**config.mk**
```make
export PLATFORM = sky130hd
export DESIGN_NAME = seg_display_top
export DESIGN_NICKNAME = d
export VERILOG_FILES = /design/src/seg_pkg.sv /design/src/seg_regs.sv /design/src/seg_scanner.sv /design/src/seg_decoder.sv /design/src/seg_display_top.sv
export SDC_FILE = /design/constraint.sdc
export NUM_CORES = 1
export LEC_CHECK = 0
export ABC_AREA = 1
export BUFFER_PORTS_ARGS = -buffer_cell sky130_fd_sc_hd__buf_2
export CAP_MARGIN = 40
export CORE_UTILIZATION = 45
export CTS_BUF_LIST = sky130_fd_sc_hd__clkbuf_4 sky130_fd_sc_hd__clkbuf_8
export DETAILED_ROUTE_END_ITERATION = 16
export GPL_TIMING_DRIVEN = 1
export PLACE_DENSITY_LB_ADDON = 0.3
export SLEW_MARGIN = 20
export SYNTH_ARGS = -nofsm -noshare
export SYNTH_HDL_FRONTEND = slang
export SYNTH_SLANG_ARGS = --single-unit
```
**constraint.sdc**
```tcl
create_clock -name clk -period 1.52 [get_ports clk]
set_input_delay 0.152 -clock clk [delete_from_list [all_inputs] [get_ports clk]]
set_output_delay 0.152 -clock clk [all_outputs]
set_load 0.02 [all_outputs]
```
**src/seg_pkg.sv**
```systemverilog
package seg_pkg;

    localparam int num_digits     = 8;                     // Two groups of four digits
    localparam int scan_div       = 16;                    // Clk cycles per digit, sim sized
    localparam int code_w         = 8;                     // One byte per digit
    localparam int bytes_per_word = 4;
    localparam int word_w         = code_w * bytes_per_word;
    localparam int digit_idx_w    = $clog2(num_digits);
    localparam int scan_cnt_w     = $clog2(scan_div);

    // One digit's byte, 0x00..0x0F is a hex glyph, anything else blanks
    typedef logic [code_w-1:0] digit_code_t;

    // Segment bus, bit order dp g f e d c b a, active high
    typedef logic [7:0] seg_pattern_t;

    // Digit k is byte k of word0 for k < 4, byte k-4 of word1 otherwise
    typedef struct packed {
        logic [word_w-1:0] word1;                          // Digits 7..4
        logic [word_w-1:0] word0;                          // Digits 3..0
    } disp_frame_t;

    typedef struct packed {
        logic [num_digits-1:0] en;                         // One-hot digit enable
        digit_code_t           code;                       // Byte of that digit
    } scan_item_t;

    typedef struct packed {
        logic                      en;                     // Write strobe
        logic                      addr;                   // 0 selects word0, 1 word1
        logic [bytes_per_word-1:0] be;                     // Byte lane enables
        logic [word_w-1:0]         data;
    } disp_write_t;

    // Hex glyphs, dp always off
    localparam seg_pattern_t glyph_0 = 8'h3F;
    localparam seg_pattern_t glyph_1 = 8'h06;
    localparam seg_pattern_t glyph_2 = 8'h5B;
    localparam seg_pattern_t glyph_3 = 8'h4F;
    localparam seg_pattern_t glyph_4 = 8'h66;
    localparam seg_pattern_t glyph_5 = 8'h6D;
    localparam seg_pattern_t glyph_6 = 8'h7D;
    localparam seg_pattern_t glyph_7 = 8'h07;
    localparam seg_pattern_t glyph_8 = 8'h7F;
    localparam seg_pattern_t glyph_9 = 8'h6F;
    localparam seg_pattern_t glyph_a = 8'h77;
    localparam seg_pattern_t glyph_b = 8'h7C;                // Lower case b
    localparam seg_pattern_t glyph_c = 8'h39;
    localparam seg_pattern_t glyph_d = 8'h5E;                // Lower case d
    localparam seg_pattern_t glyph_e = 8'h79;
    localparam seg_pattern_t glyph_f = 8'h71;

    localparam seg_pattern_t blank_pattern = 8'h00;        // All segments off

endpackage

```
**src/seg_regs.sv**
```systemverilog
module seg_regs
    import seg_pkg::*;
(
    input  logic        clk,
    input  logic        rst_n,
    input  disp_write_t wr,
    output disp_frame_t frame
);

    logic [word_w-1:0] word_sel;                           // Word being written
    logic [word_w-1:0] word_next;                          // Word after lane merge

    // Replace only the byte lanes whose enable is set
    function automatic logic [word_w-1:0] merge_lanes(
        input logic [word_w-1:0]         old_word,
        input logic [word_w-1:0]         new_word,
        input logic [bytes_per_word-1:0] lanes
    );
        logic [word_w-1:0] result;
        result = old_word;
        for (int b = 0; b < bytes_per_word; b++) begin
            if (lanes[b]) begin
                result[b*code_w +: code_w] = new_word[b*code_w +: code_w];
            end
        end
        return result;
    endfunction

    assign word_sel  = wr.addr ? frame.word1 : frame.word0;
    assign word_next = merge_lanes(word_sel, wr.data, wr.be);

    always_ff @(posedge clk or negedge rst_n) begin
        if (!rst_n) begin
            frame <= '0;                                   // Display starts blank of data
        end else if (wr.en) begin
            if (wr.addr) begin
                frame.word1 <= word_next;
            end else begin
                frame.word0 <= word_next;
            end
        end
    end

    // A write with no lanes enabled is a bus error upstream
    a_write_has_lanes: assert property (
        @(posedge clk) disable iff (!rst_n)
        wr.en |-> (wr.be != '0)
    );

endmodule

```
**src/seg_scanner.sv**
```systemverilog
module seg_scanner
    import seg_pkg::*;
(
    input  logic        clk,
    input  logic        rst_n,
    input  disp_frame_t frame,
    output scan_item_t  item
);

    logic [scan_cnt_w-1:0]        pre_cnt;                 // Divider in place of a slow clock
    logic                         tick;                    // One cycle per scan step
    logic                         started;                 // Set by the first tick
    logic [digit_idx_w-1:0]       digit_idx;
    logic [num_digits*code_w-1:0] frame_bytes;
    logic [num_digits-1:0]        digit_en;
    digit_code_t                  digit_code;

    assign tick = (pre_cnt == scan_cnt_w'(scan_div - 1));

    always_ff @(posedge clk or negedge rst_n) begin
        if (!rst_n) begin
            pre_cnt <= '0;
        end else if (tick) begin
            pre_cnt <= '0;
        end else begin
            pre_cnt <= pre_cnt + 1'b1;
        end
    end

    // First tick only arms the scan at digit 0, later ticks advance
    always_ff @(posedge clk or negedge rst_n) begin
        if (!rst_n) begin
            started   <= 1'b0;
            digit_idx <= '0;
        end else if (tick) begin
            started <= 1'b1;
            if (started) begin
                if (digit_idx == digit_idx_w'(num_digits - 1)) begin
                    digit_idx <= '0;                       // Wrap after digit 7
                end else begin
                    digit_idx <= digit_idx + 1'b1;
                end
            end
        end
    end

    // word0 sits in the low half, so byte k of the flat frame is digit k
    assign frame_bytes = frame;
    assign digit_code  = frame_bytes[digit_idx*code_w +: code_w];
    assign digit_en    = started ? (num_digits'(1) << digit_idx) : '0;

    always_ff @(posedge clk or negedge rst_n) begin
        if (!rst_n) begin
            item <= '0;
        end else begin
            item.en   <= digit_en;                         // Loads every cycle
            item.code <= digit_code;
        end
    end

    a_item_en_onehot0: assert property (
        @(posedge clk) disable iff (!rst_n)
        $onehot0(item.en)
    );

    a_idx_moves_on_tick: assert property (
        @(posedge clk) disable iff (!rst_n)
        !tick |=> $stable(digit_idx)
    );

endmodule

```
**src/seg_decoder.sv**
```systemverilog
module seg_decoder
    import seg_pkg::*;
(
    input  logic         clk,
    input  logic         rst_n,
    input  scan_item_t   item,
    output logic [7:0]   seg_en,
    output seg_pattern_t seg_out0,
    output seg_pattern_t seg_out1
);

    seg_pattern_t glyph;                                   // Raw glyph of the byte
    seg_pattern_t pattern;                                 // Blanked while no digit is enabled

    always_comb begin
        case (item.code)
            8'h00:   glyph = glyph_0;
            8'h01:   glyph = glyph_1;
            8'h02:   glyph = glyph_2;
            8'h03:   glyph = glyph_3;
            8'h04:   glyph = glyph_4;
            8'h05:   glyph = glyph_5;
            8'h06:   glyph = glyph_6;
            8'h07:   glyph = glyph_7;
            8'h08:   glyph = glyph_8;
            8'h09:   glyph = glyph_9;
            8'h0A:   glyph = glyph_a;
            8'h0B:   glyph = glyph_b;
            8'h0C:   glyph = glyph_c;
            8'h0D:   glyph = glyph_d;
            8'h0E:   glyph = glyph_e;
            8'h0F:   glyph = glyph_f;
            default: glyph = blank_pattern;                // 0x10 and above
        endcase
    end

    // Before the first scan step the code is byte 0, keep the buses dark
    assign pattern = (item.en == '0) ? blank_pattern : glyph;

    // Both groups share one pattern, only the enable tells them apart
    always_ff @(posedge clk or negedge rst_n) begin
        if (!rst_n) begin
            seg_en   <= '0;
            seg_out0 <= blank_pattern;
            seg_out1 <= blank_pattern;
        end else begin
            seg_en   <= item.en;
            seg_out0 <= pattern;
            seg_out1 <= pattern;
        end
    end

    a_buses_match: assert property (
        @(posedge clk) disable iff (!rst_n)
        seg_out0 == seg_out1
    );

endmodule

```
**src/seg_display_top.sv**
```systemverilog
module seg_display_top
    import seg_pkg::*;
(
    input  logic         clk,
    input  logic         rst_n,
    input  disp_write_t  wr,
    output logic [7:0]   seg_en,
    output seg_pattern_t seg_out0,
    output seg_pattern_t seg_out1
);

    disp_frame_t frame;                                    // Both display words
    scan_item_t  item;                                     // Current digit and its byte

    // Write port into the two display words
    seg_regs i_seg_regs (
        .clk   (clk),
        .rst_n (rst_n),
        .wr    (wr),
        .frame (frame)
    );

    // Steps through the eight digits
    seg_scanner i_seg_scanner (
        .clk   (clk),
        .rst_n (rst_n),
        .frame (frame),
        .item  (item)
    );

    // Byte to segments, onto both board buses
    seg_decoder i_seg_decoder (
        .clk      (clk),
        .rst_n    (rst_n),
        .item     (item),
        .seg_en   (seg_en),
        .seg_out0 (seg_out0),
        .seg_out1 (seg_out1)
    );

endmodule

```
=== Word level (Yosys, flattened, before mapping) ===
Memory sizes are Yosys's and may differ from the RTL's.
Cells that the tools add are included.

* Bits in registers: 104
* Memory bits (read-only): 112
* Input port bits: 40
* Output and inout port bits: 24
* Word-level logic and storage cells: 32
* Memories kept: 1

* Add/sub/neg operators: 2
* Equal/unequal tests: 2
* Shift operators: 2
* Multiplexer cells: 10
* Bitwise logic cells: 1
* Reduce and logical (&&, ||, !) cells: 5

{| class="wikitable"
|+ Memory list
! memory !! depth !! bits a word !! read ports !! clocked after Yosys merged registers in !! write ports !! line !! RTL
|-
| (name not given) || 16 || 7 || 1 || 0 || 0 || seg_decoder.sv:16 || <nowiki>case (item.code)</nowiki>
|}

{| class="wikitable"
|+ Operators by type and width
! operator !! number
|-
| $shiftx A64 B7 Y8 || 1
|-
| $mux W8 || 7
|-
| $mux W32 || 1
|-
| $logic_not A8 Y1 || 1
|-
| $shl A1 B3 Y8 const A || 1
|-
| $reduce_and A2 Y1 || 3
|-
| $add A4 B1 Y4 const B || 1
|-
| $eq A4 B4 Y1 const B || 1
|-
| $logic_not A4 Y1 || 1
|-
| $mux W4 || 1
|-
| $add A3 B1 Y3 const B || 1
|-
| $eq A3 B3 Y1 const B || 1
|-
| $mux W3 || 1
|-
| $not A1 Y1 || 1
|}

=== Longest topological paths before layout ===
* Depth after elaboration: 3
* Depth in mapped cells: 8
* Mapped depth without buffers: 7

=== Hierarchy ===
A second synthesis with hierarchy kept.

* Cell total of the unflattened synthesis: 786
* Area, all modules: 5,790.6 µm²

{| class="wikitable"
|+ By module, submodules not included
! module !! times used !! cells each !! area an instance (µm²) !! seq. area each (µm²)
|-
| seg_regs || 1 || 416 || 3,236.9 || 1,601.5
|-
| seg_scanner || 1 || 278 || 1,757.9 || 600.6
|-
| seg_decoder || 1 || 92 || 795.8 || 375.4
|}

=== Worst setup path after synthesis ===
Ideal clock, no wire load.

* Path kind: flip-flop to flip-flop
* Start: register i_seg_scanner.digit_idx[1]
* End: register i_seg_scanner.digit_idx[1]
* Setup time: 127 ps
* Data arrival time: 1,101 ps
* Required time: 1,393 ps
* Slack: 293 ps
* Stages on the path, launching flop included: 7
* Path buffers: 2
* Period minus slack after synthesis: 1,227 ps
* Path through: dfrtp_1 buf_4 inv_4 buf_4 ha_1 nand2_1 o21ai_0

* Word-level cells in the longest chain between the ends: 2
* Elaborated cells on any way between the ends: 3
* Classes of those cells: add/sub: 1; eq/ne: 1; mux: 1

{| class="wikitable"
|+ Ends and longest elaborated chain
! element !! line !! RTL
|-
| start, declared || seg_scanner.sv:13 || <nowiki>logic [digit_idx_w-1:0] digit_idx;</nowiki>
|-
| start signal, assigned || seg_scanner.sv:41 || <nowiki>digit_idx <= digit_idx + 1'b1;</nowiki>
|-
| $add A3 B1 Y3 / $eq A3 B3 Y1 (equally long branches) || seg_scanner.sv:41, seg_scanner.sv:38 ||
|-
| $mux W3 * || seg_scanner.sv:38 || <nowiki>if (digit_idx == digit_idx_w'(num_digits - 1)) begin</nowiki>
|}

Every way passes the cells marked *; elsewhere a longest branch is shown, timed or not.
A chain may end at the register's enable or synchronous reset.

=== Worst setup path in the final report ===
* Start: register i_seg_scanner.item[1] (netlist name)
* End: register i_seg_decoder.seg_out0[1]

* Word-level cells in the longest chain between the ends: 3

{| class="wikitable"
|+ Ends and longest elaborated chain
! element !! line !! RTL
|-
| $mem_v2 Z16 W7 || n/a ||
|-
| $mux W8 || seg_decoder.sv:16 ||
|-
| $mux W8 || seg_decoder.sv:38 || <nowiki>assign pattern = (item.en == '0) ? blank_pattern : glyph;</nowiki>
|-
| named net i_seg_decoder.pattern[1] || seg_decoder.sv:13 || <nowiki>seg_pattern_t pattern;</nowiki>
|-
| end signal, assigned || seg_decoder.sv:44 || <nowiki>seg_out0 <= blank_pattern;</nowiki>
|-
| end signal, assigned || seg_decoder.sv:48 || <nowiki>seg_out0 <= pattern;</nowiki>
|-
| end, declared || seg_decoder.sv:8 || <nowiki>output seg_pattern_t seg_out0,</nowiki>
|}

The timed path passes the listed nets, and every way through them passes these cells.

==> out/metrics.yaml <==
sta:
  clock.fmax_ghz: 0.763
  hold_viol_final: 0
  setup_viol: 0
  finClkSkew_ns: 0.0155
  fin_crit_sh_pct: 86.3
  fin_setup_tns_ns: 0
  report.final.slew_viol_count: 0
  rsz0062_at_grt: "false"
  period_needed_ns: 1.31
drt:
  routedWlPerCell_um: 14.4
  wl_met1_um: 5920
  dr.pass1.iters: 5
  num_vias: 4744
  wl_met3_um: 847
  routed.top_layer: "met4"
  routed_via_density: 5.23
  dr_wl_met2_um: 5950
  drt_wl_total_um: 13100
  drtAntennaViolNets: 0
  drt_drc_violations_left: 0
  drt_iter0_drc: 349
logic_synthesis:
  yosys_warnings: 0
  ys_ff_latch: 103
  netlist_instances: 718
  synthArstFlopShare_pct: 100
  synth_cell_types: 24
  avgSynthCellArea_sq_um: 7.74
  synth_top_area_share_pct: 46.4
  synthTopCellsByCount: "193 x nand2_1, 143 x nand3_1, 103 x dfrtp_1"
  ys_seq_area_share_pct: 46.4
  ys.flop_type: "dfrtp_1"
  synth_most_common_cell: "nand2_1"
  synth_area_leaders: "dfrtp_1 46%, nand2_1 13%, nand3_1 13%"
  synth_edf_count: 0
  syn_area_sq_mm: 0.00556
  synth_top_cell_by_area: "dfrtp_1"
setup_path:
  path_class: "reg -> reg"
  cp.required_ns: 1.78
  critical_path.max_fanout: 5
  slowest_stage: "dfrtp_1"
  timing.rr.start: "i_seg_scanner.item[1]"
  cp_top_family: "flip-flops"
  end_kind: "register"
  crit_chain: "inv_1 > ha_1 > nand2_1 > o21ai_0 > nor2_1"
  startpoint_type: "register"
  worstSetupStartpoint: "i_seg_scanner.item[1]"
  arrival_ns: 1.57
  slowest_delay_ns: 0.45
  critical_path_buf_inv_count: 1
cells_and_area:
  utilization_pct: 50.3
  drive_gt1_share_pct: 16.4
  n_antenna_cell: 0
  final_nets: 809
  syn_to_final_growth_pct: 8.71
  fin_area_sq_mm: 0.00604
clock_network:
  cts_tree: "yes"
  max-clock-path-buffers: 2
  clock_latency_ns: 0.39
  postCtsSetupBuffers: 0
  root_buffer: "clkbuf_8"
  path_clk_slew_ns: 0.09
  htreeDepth: 3
  ctsHoldBuffers: 1
  cts_buffers: 9
  clock_sinks: 103
  ctsResizeCount: 0
power:
  leakagePower_nw: 3.20
  finalPower_mw: 6.34
  power_density_mw_per_mm2: 1050
  ir_drop_v: 0.000619
floorplan:
  core_area_sq_mm: 0.0120
  die_w_um: 113
  dieArea_sq_mm: 0.0128
  num_rows: 40
  ioPinCount: 64
  start_util_pct: 46.3
  die_h_um: 113
grt:
  grt_pass1_vias: 4599
  grt_pass1_wl_um: 22100
  overflow: 0
  antenna_found_initial: 0
  grt_max_degree: 65
  grt_usage_pct: 22.2
worst_hold_path:
  hold_class: "in -> reg"
  worstHoldStart: "wr[27]"
placement:
  dpl-instance-area_sq_mm: 0.00583
  portBuffers: 61
  dp_hpwl_um: 9220
  place_congestion: 0.825
run:
  drv_cap: 0
outcome:
  status: "completed"
==> path summary, 6_finish.rpt <==
kind,endpoint,slack [ns],cells past startpoint
setup / recovery,i_seg_decoder.seg_out0[1],0.21,5
hold / removal,i_seg_regs.frame[27],0.11,4
setup reg to reg,i_seg_decoder.seg_out0[1],0.21,5
hold reg to reg,i_seg_decoder.seg_en[6],0.39,0
max in group asynchronous,i_seg_scanner.pre_cnt[1],0.67,3
min in group asynchronous,i_seg_regs.frame[42],0.25,2
==> kinds of logic (layout without fill, tap and decap cells) <==
| logic type | Yosys count | count (layout) | share of synthesized area [%] |
|---|---|---|---|
| AOI/OAI and AO/OA | 71 | 71 | 6.39 |
| adders and majority gates | 13 | 13 | 2.93 |
| xor gates and xnor gates | 1 | 1 | 0.158 |
| DFF | 103 | 103 | 46.4 |
| and+or+nand+nor | 395 | 395 | 31.8 |
| buffers and inverters | 134 | 175 | 12.4 |
| other | 1 | 2 | 0.0674 |
==> layout by cell type (no fill, tap or decap), types with 2 or more instances in the layout <==
master	instances
o21ai_0	5
buf_2	60
inv_4	3
nor2_1	23
inv_1	79
o21ai_1	65
inv_2	5
conb_1	2
clkbuf_8	11
ha_1	13
or2_1	4
buf_4	6
nand3_1	143
buf_12	4
nand2_1	193
dfrtp_1	103
or2_2	28
==> power breakdown <==
part	internal [mW]	switching [mW]
logic	0.469	0.854
registers	3.06	0.182
clock network	0.859	0.925
==> stage by stage <==
step,worst slack [ns],hold WS (ns),std cells
after floorplan,0.293,-0.144,719
after global placement,0.239,0.127,891
after detailed placement,0.217,0.134,891
after CTS,0.210,0.0933,907
after global routing,0.0963,0.118,907
final,0.209,0.110,907
==> routing by layer <==
layer	vias to the layer above	track usage, %
met5	-	0
met4	0	10.9
met3	31	3.80
met2	168	34.9
met1	2209	29.9
li1	2336	-
==> state kept, by name (all words and copies together), names as in the netlist <==
name	cells
i_seg_scanner.digit_idx	3
i_seg_scanner.pre_cnt	4
i_seg_decoder.seg_en	8
i_seg_decoder.seg_out0	7
i_seg_scanner.item	16
i_seg_regs.frame	64
i_seg_scanner.started	1
==> final cells by class <==
| class | instances | area (sq um) |
|---|---|---|
| flip-flops and latches | 103 | 2580 |
| fillers | 1191 | 5970 |
| clock inverters | 3 | 42.5 |
| multi-input cells | 482 | 2300 |
| well taps | 147 | 184 |
| clock buffers | 12 | 159 |
| inverters | 89 | 347 |
| repair buffers | 71 | 435 |
==> tightest hold or removal path: cells and delay by family <==
family,cells,cell delay [ns]
buffers and inverters,1,0.07
and+or+nand+nor,2,0.17
AOI/OAI and AO/OA,1,0.06
(Power assumes the default switching activity.)
